===== src/logic/mpf_pkg.sv =====
// ----------------------------------------------------------------------------
// MPF shim package
// Widths, request encodings and parameter defaults shared by the shim
// ----------------------------------------------------------------------------

package mpf_pkg;

    // ------------------------------------------------------------------------
    // Widths
    // ------------------------------------------------------------------------

    localparam int ADDR_BITS  = 42;     // Line address
    localparam int MDATA_BITS = 16;     // Request tag returned with responses
    localparam int DATA_BITS  = 64;     // Reduced line payload

    // ------------------------------------------------------------------------
    // Header field types
    // ------------------------------------------------------------------------

    // Packet length in lines, encoded as length minus one
    typedef enum logic [1:0]
    {
        CL_LEN_1 = 2'd0,
        CL_LEN_2 = 2'd1,
        CL_LEN_4 = 2'd3
    } t_cl_len;

    typedef logic [1:0] t_cl_num;       // Beat index inside a packet

    // Read request types on c0
    typedef enum logic [1:0]
    {
        RD_LINE_I = 2'd0,               // No caching hint
        RD_LINE_S = 2'd1                // Cache in shared state
    } t_c0_req;

    // Write request types on c1
    typedef enum logic [1:0]
    {
        WR_LINE_I = 2'd0,
        WR_LINE_M = 2'd1,
        WR_FENCE  = 2'd2                // Ordering only, carries no data
    } t_c1_req;

    // Write header, 63 bits
    typedef struct packed
    {
        t_c1_req               req_type;
        logic                  sop;     // First beat of a packet
        t_cl_len               cl_len;
        logic [ADDR_BITS-1:0]  address;
        logic [MDATA_BITS-1:0] mdata;
    } t_c1_hdr;

    // ------------------------------------------------------------------------
    // Parameter defaults
    // ------------------------------------------------------------------------

    localparam bit DEF_REGISTER_INPUTS   = 1'b1;
    localparam bit DEF_REGISTER_OUTPUTS  = 1'b0;
    localparam bit DEF_CONVERT_TO_SINGLE = 1'b0;

    // A valid line write. Fences do not count
    function automatic logic c1_is_write_req(input logic valid, input t_c1_hdr hdr);
        return valid && ((hdr.req_type == WR_LINE_I) || (hdr.req_type == WR_LINE_M));
    endfunction

endpackage


===== src/logic/c1_tx_if.sv =====
// ----------------------------------------------------------------------------
// Write request channel between the shim and the beat tracker
// ----------------------------------------------------------------------------

interface c1_tx_if;
    import mpf_pkg::*;

    logic                 valid;        // Beat strobe
    t_c1_hdr              hdr;
    logic [DATA_BITS-1:0] data;

    // Accelerator side of the tracker, sampled only
    modport afu
    (
        input valid,
        input hdr,
        input data
    );

    // Platform side of the tracker, driven with the rewritten beat
    modport fiu
    (
        output valid,
        output hdr,
        output data
    );

endinterface


===== src/logic/write_beat_tracker.sv =====
// ----------------------------------------------------------------------------
// Write beat tracker
// Counts beats of multi-line writes and checks SOP phase, optionally
// splitting each beat into an independent single-line write
// ----------------------------------------------------------------------------

module write_beat_tracker
#(
    parameter bit CONVERT_TO_SINGLE = mpf_pkg::DEF_CONVERT_TO_SINGLE
)
(
    input  logic clk,
    input  logic reset,
    c1_tx_if.afu afu_tx,                // Raw request from the accelerator
    c1_tx_if.fiu fiu_tx                 // Request towards the platform
);
    import mpf_pkg::*;

    t_cl_num beat_num;                  // Index of the next expected beat
    logic    wr_req;

    assign wr_req = c1_is_write_req(afu_tx.valid, afu_tx.hdr);

    // ------------------------------------------------------------------------
    // Beat counter
    // ------------------------------------------------------------------------

    always_ff @(posedge clk)
    begin
        if (reset)
        begin
            beat_num <= '0;
        end
        else if (wr_req)
        begin
            if (beat_num == t_cl_num'(afu_tx.hdr.cl_len))
            begin
                beat_num <= '0;         // Last beat closes the packet
            end
            else
            begin
                beat_num <= beat_num + t_cl_num'(1);
            end
        end
    end

    // ------------------------------------------------------------------------
    // Forwarding
    // ------------------------------------------------------------------------

    assign fiu_tx.valid = afu_tx.valid;
    assign fiu_tx.data  = afu_tx.data;  // Payload never changes

    generate
        if (CONVERT_TO_SINGLE)
        begin : to_single
            always_comb
            begin
                fiu_tx.hdr = afu_tx.hdr;
                if (wr_req)
                begin
                    // Each beat becomes its own packet at its own line
                    fiu_tx.hdr.sop          = 1'b1;
                    fiu_tx.hdr.cl_len       = CL_LEN_1;
                    fiu_tx.hdr.address[1:0] = afu_tx.hdr.address[1:0] | beat_num;
                end
            end
        end
        else
        begin : keep_multi
            assign fiu_tx.hdr = afu_tx.hdr;   // Multi-line packets kept as issued
        end
    endgenerate

    // SOP must be set on the first beat of a packet and nowhere else
    sop_phase_a: assert property (@(posedge clk) disable iff (reset)
        wr_req |-> (afu_tx.hdr.sop == (beat_num == t_cl_num'(0))))
        else $error("write_beat_tracker: SOP out of phase");

    // Packet length may not shrink below the beats already taken
    len_hold_a: assert property (@(posedge clk) disable iff (reset)
        wr_req |-> (beat_num <= t_cl_num'(afu_tx.hdr.cl_len)))
        else $error("write_beat_tracker: beat count past packet length");

endmodule


===== src/logic/ccip_wires_to_fiu.sv =====
// ----------------------------------------------------------------------------
// Platform wires to accelerator bus
// Registers soft reset, optionally registers responses and requests
// ----------------------------------------------------------------------------

module ccip_wires_to_fiu
#(
    parameter bit REGISTER_INPUTS   = mpf_pkg::DEF_REGISTER_INPUTS,
    parameter bit REGISTER_OUTPUTS  = mpf_pkg::DEF_REGISTER_OUTPUTS,
    parameter bit CONVERT_TO_SINGLE = mpf_pkg::DEF_CONVERT_TO_SINGLE
)
(
    input  logic                          clk,
    input  logic                          soft_reset,       // Platform reset, active high
    // Platform responses and flow control
    input  logic                          c0_rx_valid,
    input  logic [mpf_pkg::MDATA_BITS-1:0] c0_rx_mdata,
    input  logic [mpf_pkg::DATA_BITS-1:0]  c0_rx_data,
    input  logic                          c1_rx_valid,
    input  logic [mpf_pkg::MDATA_BITS-1:0] c1_rx_mdata,
    input  logic                          c0_almfull,
    input  logic                          c1_almfull,
    // Platform requests
    output logic                          c0_tx_valid,
    output mpf_pkg::t_c0_req              c0_tx_type,
    output logic [mpf_pkg::ADDR_BITS-1:0]  c0_tx_addr,
    output logic [mpf_pkg::MDATA_BITS-1:0] c0_tx_mdata,
    output logic                          c1_tx_valid,
    output mpf_pkg::t_c1_hdr              c1_tx_hdr,
    output logic [mpf_pkg::DATA_BITS-1:0]  c1_tx_data,
    // Accelerator side
    output logic                          fiu_reset,
    output logic                          fiu_c0_rx_valid,
    output logic [mpf_pkg::MDATA_BITS-1:0] fiu_c0_rx_mdata,
    output logic [mpf_pkg::DATA_BITS-1:0]  fiu_c0_rx_data,
    output logic                          fiu_c1_rx_valid,
    output logic [mpf_pkg::MDATA_BITS-1:0] fiu_c1_rx_mdata,
    output logic                          fiu_c0_almfull,
    output logic                          fiu_c1_almfull,
    input  logic                          fiu_c0_tx_valid,
    input  mpf_pkg::t_c0_req              fiu_c0_tx_type,
    input  logic [mpf_pkg::ADDR_BITS-1:0]  fiu_c0_tx_addr,
    input  logic [mpf_pkg::MDATA_BITS-1:0] fiu_c0_tx_mdata,
    input  logic                          fiu_c1_tx_valid,
    input  mpf_pkg::t_c1_hdr              fiu_c1_tx_hdr,
    input  logic [mpf_pkg::DATA_BITS-1:0]  fiu_c1_tx_data
);

    logic reset = 1'b1;                 // Held in reset until the platform releases it

    always_ff @(posedge clk)
    begin
        reset <= soft_reset;
    end

    assign fiu_reset = reset;

    // ------------------------------------------------------------------------
    // Write channel through the beat tracker
    // ------------------------------------------------------------------------

    c1_tx_if c1_raw ();                 // As issued by the accelerator
    c1_tx_if c1_trk ();                 // After beat tracking

    assign c1_raw.valid = fiu_c1_tx_valid;
    assign c1_raw.hdr   = fiu_c1_tx_hdr;
    assign c1_raw.data  = fiu_c1_tx_data;

    write_beat_tracker
    #(
        .CONVERT_TO_SINGLE (CONVERT_TO_SINGLE)
    )
    write_beat_tracker_i
    (
        .clk    (clk),
        .reset  (reset),
        .afu_tx (c1_raw.afu),
        .fiu_tx (c1_trk.fiu)
    );

    // ------------------------------------------------------------------------
    // Requests and almost-full towards the platform
    // ------------------------------------------------------------------------

    generate
        if (REGISTER_OUTPUTS)
        begin : reg_out
            always_ff @(posedge clk)
            begin
                if (reset)
                begin
                    c0_tx_valid <= 1'b0;
                    c1_tx_valid <= 1'b0;
                end
                else
                begin
                    c0_tx_valid <= fiu_c0_tx_valid;
                    c1_tx_valid <= c1_trk.valid;
                end
                c0_tx_type     <= fiu_c0_tx_type;
                c0_tx_addr     <= fiu_c0_tx_addr;
                c0_tx_mdata    <= fiu_c0_tx_mdata;
                c1_tx_hdr      <= c1_trk.hdr;
                c1_tx_data     <= c1_trk.data;
                fiu_c0_almfull <= c0_almfull;
                fiu_c1_almfull <= c1_almfull;
            end
        end
        else
        begin : wire_out
            always_comb
            begin
                c0_tx_valid    = fiu_c0_tx_valid;
                c0_tx_type     = fiu_c0_tx_type;
                c0_tx_addr     = fiu_c0_tx_addr;
                c0_tx_mdata    = fiu_c0_tx_mdata;
                c1_tx_valid    = c1_trk.valid;
                c1_tx_hdr      = c1_trk.hdr;
                c1_tx_data     = c1_trk.data;
                fiu_c0_almfull = c0_almfull;   // Level only, no stall here
                fiu_c1_almfull = c1_almfull;
            end
        end
    endgenerate

    // ------------------------------------------------------------------------
    // Responses towards the accelerator
    // ------------------------------------------------------------------------

    generate
        if (REGISTER_INPUTS)
        begin : reg_in
            always_ff @(posedge clk)
            begin
                if (reset)
                begin
                    fiu_c0_rx_valid <= 1'b0;
                    fiu_c1_rx_valid <= 1'b0;
                end
                else
                begin
                    fiu_c0_rx_valid <= c0_rx_valid;
                    fiu_c1_rx_valid <= c1_rx_valid;
                end
            end

            always_ff @(posedge clk)
            begin
                fiu_c0_rx_mdata <= c0_rx_mdata;
                fiu_c0_rx_data  <= c0_rx_data;
                fiu_c1_rx_mdata <= c1_rx_mdata;
            end
        end
        else
        begin : wire_in
            always_comb
            begin
                fiu_c0_rx_valid = c0_rx_valid;
                fiu_c0_rx_mdata = c0_rx_mdata;
                fiu_c0_rx_data  = c0_rx_data;
                fiu_c1_rx_valid = c1_rx_valid;
                fiu_c1_rx_mdata = c1_rx_mdata;
            end
        end
    endgenerate

endmodule


===== src/logic/mpf_shim_top.sv =====
// ----------------------------------------------------------------------------
// MPF shim top level
// Platform and accelerator wires with multi-line write splitting enabled
// ----------------------------------------------------------------------------

module mpf_shim_top
(
    input  logic                          clk,
    input  logic                          soft_reset,
    // Platform responses and flow control
    input  logic                          c0_rx_valid,
    input  logic [mpf_pkg::MDATA_BITS-1:0] c0_rx_mdata,
    input  logic [mpf_pkg::DATA_BITS-1:0]  c0_rx_data,
    input  logic                          c1_rx_valid,
    input  logic [mpf_pkg::MDATA_BITS-1:0] c1_rx_mdata,
    input  logic                          c0_almfull,
    input  logic                          c1_almfull,
    // Platform requests
    output logic                          c0_tx_valid,
    output mpf_pkg::t_c0_req              c0_tx_type,
    output logic [mpf_pkg::ADDR_BITS-1:0]  c0_tx_addr,
    output logic [mpf_pkg::MDATA_BITS-1:0] c0_tx_mdata,
    output logic                          c1_tx_valid,
    output mpf_pkg::t_c1_hdr              c1_tx_hdr,
    output logic [mpf_pkg::DATA_BITS-1:0]  c1_tx_data,
    // Accelerator side
    output logic                          fiu_reset,
    output logic                          fiu_c0_rx_valid,
    output logic [mpf_pkg::MDATA_BITS-1:0] fiu_c0_rx_mdata,
    output logic [mpf_pkg::DATA_BITS-1:0]  fiu_c0_rx_data,
    output logic                          fiu_c1_rx_valid,
    output logic [mpf_pkg::MDATA_BITS-1:0] fiu_c1_rx_mdata,
    output logic                          fiu_c0_almfull,
    output logic                          fiu_c1_almfull,
    input  logic                          fiu_c0_tx_valid,
    input  mpf_pkg::t_c0_req              fiu_c0_tx_type,
    input  logic [mpf_pkg::ADDR_BITS-1:0]  fiu_c0_tx_addr,
    input  logic [mpf_pkg::MDATA_BITS-1:0] fiu_c0_tx_mdata,
    input  logic                          fiu_c1_tx_valid,
    input  mpf_pkg::t_c1_hdr              fiu_c1_tx_hdr,
    input  logic [mpf_pkg::DATA_BITS-1:0]  fiu_c1_tx_data
);

    // Debug build, every write beat leaves as its own single-line packet
    ccip_wires_to_fiu
    #(
        .REGISTER_INPUTS   (mpf_pkg::DEF_REGISTER_INPUTS),
        .REGISTER_OUTPUTS  (mpf_pkg::DEF_REGISTER_OUTPUTS),
        .CONVERT_TO_SINGLE (1'b1)
    )
    ccip_wires_to_fiu_i
    (
        .clk             (clk),
        .soft_reset      (soft_reset),
        .c0_rx_valid     (c0_rx_valid),
        .c0_rx_mdata     (c0_rx_mdata),
        .c0_rx_data      (c0_rx_data),
        .c1_rx_valid     (c1_rx_valid),
        .c1_rx_mdata     (c1_rx_mdata),
        .c0_almfull      (c0_almfull),
        .c1_almfull      (c1_almfull),
        .c0_tx_valid     (c0_tx_valid),
        .c0_tx_type      (c0_tx_type),
        .c0_tx_addr      (c0_tx_addr),
        .c0_tx_mdata     (c0_tx_mdata),
        .c1_tx_valid     (c1_tx_valid),
        .c1_tx_hdr       (c1_tx_hdr),
        .c1_tx_data      (c1_tx_data),
        .fiu_reset       (fiu_reset),
        .fiu_c0_rx_valid (fiu_c0_rx_valid),
        .fiu_c0_rx_mdata (fiu_c0_rx_mdata),
        .fiu_c0_rx_data  (fiu_c0_rx_data),
        .fiu_c1_rx_valid (fiu_c1_rx_valid),
        .fiu_c1_rx_mdata (fiu_c1_rx_mdata),
        .fiu_c0_almfull  (fiu_c0_almfull),
        .fiu_c1_almfull  (fiu_c1_almfull),
        .fiu_c0_tx_valid (fiu_c0_tx_valid),
        .fiu_c0_tx_type  (fiu_c0_tx_type),
        .fiu_c0_tx_addr  (fiu_c0_tx_addr),
        .fiu_c0_tx_mdata (fiu_c0_tx_mdata),
        .fiu_c1_tx_valid (fiu_c1_tx_valid),
        .fiu_c1_tx_hdr   (fiu_c1_tx_hdr),
        .fiu_c1_tx_data  (fiu_c1_tx_data)
    );

endmodule


===== config.mk =====
export PLATFORM = sky130hd
export DESIGN_NAME = mpf_shim_top
export DESIGN_NICKNAME = d
export VERILOG_FILES = /design/src/logic/mpf_pkg.sv /design/src/logic/c1_tx_if.sv /design/src/logic/write_beat_tracker.sv /design/src/logic/ccip_wires_to_fiu.sv /design/src/logic/mpf_shim_top.sv
export SDC_FILE = /design/constraint.sdc
export NUM_CORES = 1
export LEC_CHECK = 0
export BUFFER_PORTS_ARGS = -buffer_cell sky130_fd_sc_hd__buf_2
export CORE_AREA = 2 2 225 227
export DETAILED_ROUTE_END_ITERATION = 10
export DIE_AREA = 0 0 227 229
export GPL_TIMING_DRIVEN = 1
export PLACE_DENSITY = 0.38
export SETUP_SLACK_MARGIN = 0.15
export SLEW_MARGIN = 30
export SYNTH_ARGS = -nofsm -noshare
export SYNTH_HDL_FRONTEND = slang
export SYNTH_HIERARCHICAL = 1
export SYNTH_SLANG_ARGS = --single-unit

===== constraint.sdc =====
create_clock -name clk -period 1.6 [get_ports clk]
set_clock_uncertainty 0.05 [all_clocks]
set_input_delay 0.24 -clock clk [delete_from_list [all_inputs] [get_ports clk]]
set_output_delay 0.24 -clock clk [all_outputs]
set_load 0.01 [all_outputs]

## Yosys cells after proc, flatten, opt, wreduce, memory -nomap -nowiden

Cells that the tools add are included.
Widths: inputs -> output; s select.

- Flip-flop bits (word level): 101
- Latch bits: 0
- RAM bits: 0
- Memory bits (read-only): 0
- Logic and storage cells: 17
- Memories kept: 0

- Add/sub/neg operators: 1
- Multipliers: 0
- Divide/modulo/power cells: 0
- Magnitude comparators: 0
- Eq/ne operators: 2
- Shift-type cells: 0
- Mux-type cells: 3
- Bitwise gates (word level): 1
- Reduce and logical (&&, ||, !) cells: 3

Operators with widths:

| operator | number |
|---|---|
| $mux 2 | 2 |
| $mux 3 | 1 |
| $add 2x1->2 const B | 1 |
| $eq 2x1->1 const B | 1 |
| $eq 2x2->1 | 1 |
| $logic_not 2->1 | 1 |
| $or 2x2->2 | 1 |
| $logic_and 1x1->1 | 1 |
| $logic_or 1x1->1 | 1 |

## Depth between registers and ports, before layout

- Depth after elaboration: 4
- Gate-level depth with buffers: 4
- Depth with buffers taken out: 3

## Hierarchy

Netlist, hierarchy kept.

By module, submodules not included:

| module | instances | cells each | area each (um^2) | seq. area each (um^2) |
|---|---|---|---|---|
| ccip_wires_to_fiu | 1 | 164 | 2,467.4 | 1,981.9 |
| write_beat_tracker | 1 | 142 | 1,103.6 | 40.0 |

## Worst setup path before layout

OpenSTA, ideal clock, no wires.

- Path type: input to output
- Start: input port fiu_c1_tx_valid
- End: output port c1_tx_hdr[60] in the netlist's numbering
- Arrival: 0.697 ns
- Data required time: 1.310 ns
- Path slack: 0.613 ns
- Stages on the path: 3
- Buffers on the path: 1
- Cells stage by stage: nor2b_4 buf_6 or2_1

RTL lines:

| element | RTL line | text |
|---|---|---|
| start, declared | mpf_shim_top.sv:39 | `input logic fiu_c1_tx_valid,` |
| end, declared | mpf_shim_top.sv:24 | `output mpf_pkg::t_c1_hdr c1_tx_hdr,` |

==> implementation parameters <==
Parameter                              Value

Synth
  Largest family of logic cells by synthesized area ... buffers and inverters
  Sequential share of the synthesized area ... 0.566
  Multiplexer share of the synthesized area ... 0
  Fraction of the mapped netlist area in compound gates ... 0.00771
  Cell count after synthesis ... between 300 and 400
  Post-Synth XOR/XNOR Area ... 0.00491
  Arithmetic-cell share of the synthesized area counting full adders, half adders and majority gates ... 0
  Number of nets in the synthesized netlist ... 597
  Cell area after technology mapping ... about 3600 um2
  Count of distinct cell types in the synthesized netlist ... 16
  Simple logic cell fraction of the synthesized area ... 0.0270
  #FFs+latches synth ... roughly 100
  Total number of yosys warnings ... 6
  Mean cell area of the mapped netlist ... approximately 12 um2

Die
  Placeable Area ... 49700 um2
  Die footprint ... roughly 52000 um2
  Initial standard-cell utilization of the core ... 0.0719
  Row Count ... between 80 and 90
  Number of primary I/O pins ... about 580
  Die X ... 227 um
  Height of the chip ... 229 um

Route
  Number of routed nets with antenna violations ... 0
  First-pass iteration count of the detailed router ... 3
  Total number of vias ... around 2400
  Number of violations reported at the end of detailed-routing iteration 0 ... 40
  Overall routed net length ... ~12000 um
  Average detailed-routed wire length per instance ... 10.8 um
  Drt via density ... roughly 2.2
  DR DRC count ... 0

Placed design
  Final estimated routing congestion in global placement ... roughly 0.65
  Placed Cells ... about 1000
  Post-detail-place hpwl ... around 9100 um
  Port buffer count ... ~210

Finish
  Number of fill cells ... between 5000 and 6000
  Most frequent standard cell in the layout excluding fill and tap cells ... sky130_fd_sc_hd__buf_2
  Share of final-layout standard cells stronger than drive strength 1 ... 0.529
  Number of nets in the layout ... ~730
  Area growth from synthesis to layout ... 50.7%
  Flip-flop and latch area ... slightly above 2000 um2
  Post-layout instance count excluding filler cells ... 1120
  Leading cell types in the layout, fill and taps excluded ... sky130_fd_sc_hd__buf_2, sky130_fd_sc_hd__dfxtp_1, sky130_fd_sc_hd__dlygate4sd3_1
  Total area of multi-input combinational cells ... 141 um2

Timing
  Aggregate negative setup slack ... 0 ns
  Min cycle time layout ... ~1.4 ns
  Final Hold Vio Count ... 0
  Part of the cycle the worst path needs ... 0.846
  Actual transition at the worst max-transition pin ... approximately 0.2 ns
  Maximum achievable frequency ... between 700 and 800 MHz
  Setup-failing EPs final ... 0
  Max-slew violation count ... 0
  RSZ-0062 raised after global routing ... false
  Worst relative slew slack ... 0.866

Critical path
  Length in cells of the worst reg-to-reg path ... 3
  Register-to-Register Setup Slack ... 0.72 ns
  CP Launch Type ... register
  Biggest fanout along the worst timing path ... 5
  Sort of element at the end of the critical path ... primary output
  Setup Crit Path Kind ... register to primary output
  Data required time at the worst endpoint ... 1.31 ns
  Critical Path AT ... between 1 and 1.5 ns

Pwr
  Leakage power figure ... roughly 2.3 nW
  Pwr Density ... between 1000 and 1500 nW/um2
  Maximum VDD drop ... between 0.4 and 0.5 mV

Global route
  Initial antenna violation count ... 3
  Global-route total usage across every layer ... 0.0462
  Pin count of the biggest net entering global routing ... 20
  Via count of the first global-routing pass ... about 2700
  Global-route wire length before repair ... about 16000 um
  Leftover overflow at the end of global routing ... 0

Clock network
  Number of levels the H-tree was split into ... 3
  Post-CTS Setup Repair Bufs ... 0
  Maximum count of clock buffers along a single path ... 2
  CTS Sinks ... around 100
  Number of clock buffers inserted by TritonCTS ... 9
  CTS tree ... done
  Worst skew pair latency ... between 0.3 and 0.4 ns
  Clock transition time at the flip-flop clock pins of the worst setup and hold paths ... roughly 0.07 ns
  Clock tree root driver cell ... sky130_fd_sc_hd__clkbuf_16

Min path
  Beginning of the worst hold path ... fiu_c1_tx_hdr[58]
  Min-delay worst type ... primary input to register
  Cell count of the worst hold path ... 3

Run status
  Outcome ... finished clean

Job
  Max-cap violations ... 0
-- cells by family after synthesis --
family	after synthesis
and+or+nand+nor	12
buffers and inverters	187
xor gates and xnor gates	2
AOI/OAI and AO/OA	4
DFF	101
-- worst max-delay path by stage --
stage	startpoint	end	slack, ns	cells past startpoint
4_1_cts	register	c1_tx_hdr[17]	0.16	2
5_1_grt	register	c1_tx_hdr[16]	0.17	2
2_1_floorplan	fiu_c1_tx_valid	c1_tx_hdr[60]	0.61	3
6_report	register	c1_tx_hdr[17]	0.25	2
3_3_place_gp	fiu_c1_tx_valid	c1_tx_hdr[59]	0.40	4
3_5_place_dp	fiu_c1_tx_valid	c1_tx_hdr[58]	0.39	4
-- worst max-delay path, cell delays in order (launching register included) --
cell and delay (ns):
sky130_fd_sc_hd__dfxtp_2 0.35, sky130_fd_sc_hd__a21o_2 0.19, sky130_fd_sc_hd__buf_2 0.14
-- state kept, by name, indices dropped and copies added, names as in the netlist --
register and cells:
ccip_wires_to_fiu_i/write_beat_tracker_i/beat_num 2, ccip_wires_to_fiu_i/fiu_reset 1, ccip_wires_to_fiu_i/fiu_c0_rx_mdata 16, ccip_wires_to_fiu_i/fiu_c0_rx_data 64, ccip_wires_to_fiu_i/fiu_c1_rx_mdata 16, ccip_wires_to_fiu_i/fiu_c1_rx_valid 1, ccip_wires_to_fiu_i/fiu_c0_rx_valid 1
-- final cells by class --
type / count / share of cell area
Antenna cell: 2 / 0.000930
Clock buffer: 9 / 0.0418
Clock inverter: 7 / 0.0174
Multi-Input combinational cell: 18 / 0.0263
Sequential cell: 101 / 0.376
Tap cell: 672 / 0.156
Timing Repair Buffer: 311 / 0.381
-- per-stage QoR --
stage                     power (W)  setup WS (ns)  area, um2  hold slack (ns)    util
final                       0.00561          0.247       5380            0.182   0.108
after global routing        0.00594          0.170       5380            0.176   0.108
after CTS                   0.00582          0.163       5380            0.134   0.108
after detailed placement    0.00313          0.392       4070            0.294  0.0819
after global placement      0.00313          0.395       4070            0.293  0.0819
after floorplan             0.00332          0.613       3570            0.218       -
-- Yosys cell counts --
| library cell | n | area share |
|---|---|---|
| sky130_fd_sc_hd__buf_4 | 186 | 0.39 |
| sky130_fd_sc_hd__dfxtp_1 | 101 | 0.57 |
| sky130_fd_sc_hd__a21o_2 | 2 | 0.0049 |
| sky130_fd_sc_hd__a21oi_1 | 2 | 0.0028 |
| sky130_fd_sc_hd__and2b_2 | 2 | 0.0049 |
| sky130_fd_sc_hd__nor2b_1 | 2 | 0.0035 |
| sky130_fd_sc_hd__nor3_1 | 2 | 0.0028 |
| sky130_fd_sc_hd__and3_1 | 1 | 0.0018 |
| sky130_fd_sc_hd__buf_6 | 1 | 0.0032 |
| sky130_fd_sc_hd__nand2b_1 | 1 | 0.0018 |
| sky130_fd_sc_hd__nand4bb_1 | 1 | 0.0032 |
| sky130_fd_sc_hd__nor2b_4 | 1 | 0.0039 |
| sky130_fd_sc_hd__nor4_2 | 1 | 0.0035 |
| sky130_fd_sc_hd__or2_1 | 1 | 0.0018 |
| sky130_fd_sc_hd__xnor2_1 | 1 | 0.0025 |
| sky130_fd_sc_hd__xor2_1 | 1 | 0.0025 |
-- metal layers --
layer | part of all wire | global-route usage
met1 | 0.26 | 0.0294
met2 | 0.42 | 0.0620
met3 | 0.20 | 0.0498
met4 | 0.12 | 0.0605
met5 | 0.0011 | 0
-- what timing repair did --
action / CTS / global route
hold buffers: 99 / 0
pin swaps: 0 / 0
endpoints found under the setup margin: 1 / 1
hold endpoints to repair: 99 / 0
resized for setup: 1 / 1
-- where the power goes --
group / total (W) / switching, W / internal, W / leakage [nW]
sequential: 0.00268 / 0.0000358 / 0.00265 / 0.852
combinational: 0.000573 / 0.000218 / 0.000355 / 1.31
clock: 0.00236 / 0.00110 / 0.00125 / 0.152
total: 0.00561 / 0.00136 / 0.00425 / 2.31
No activity file was read; power rests on OpenSTA's default activity.
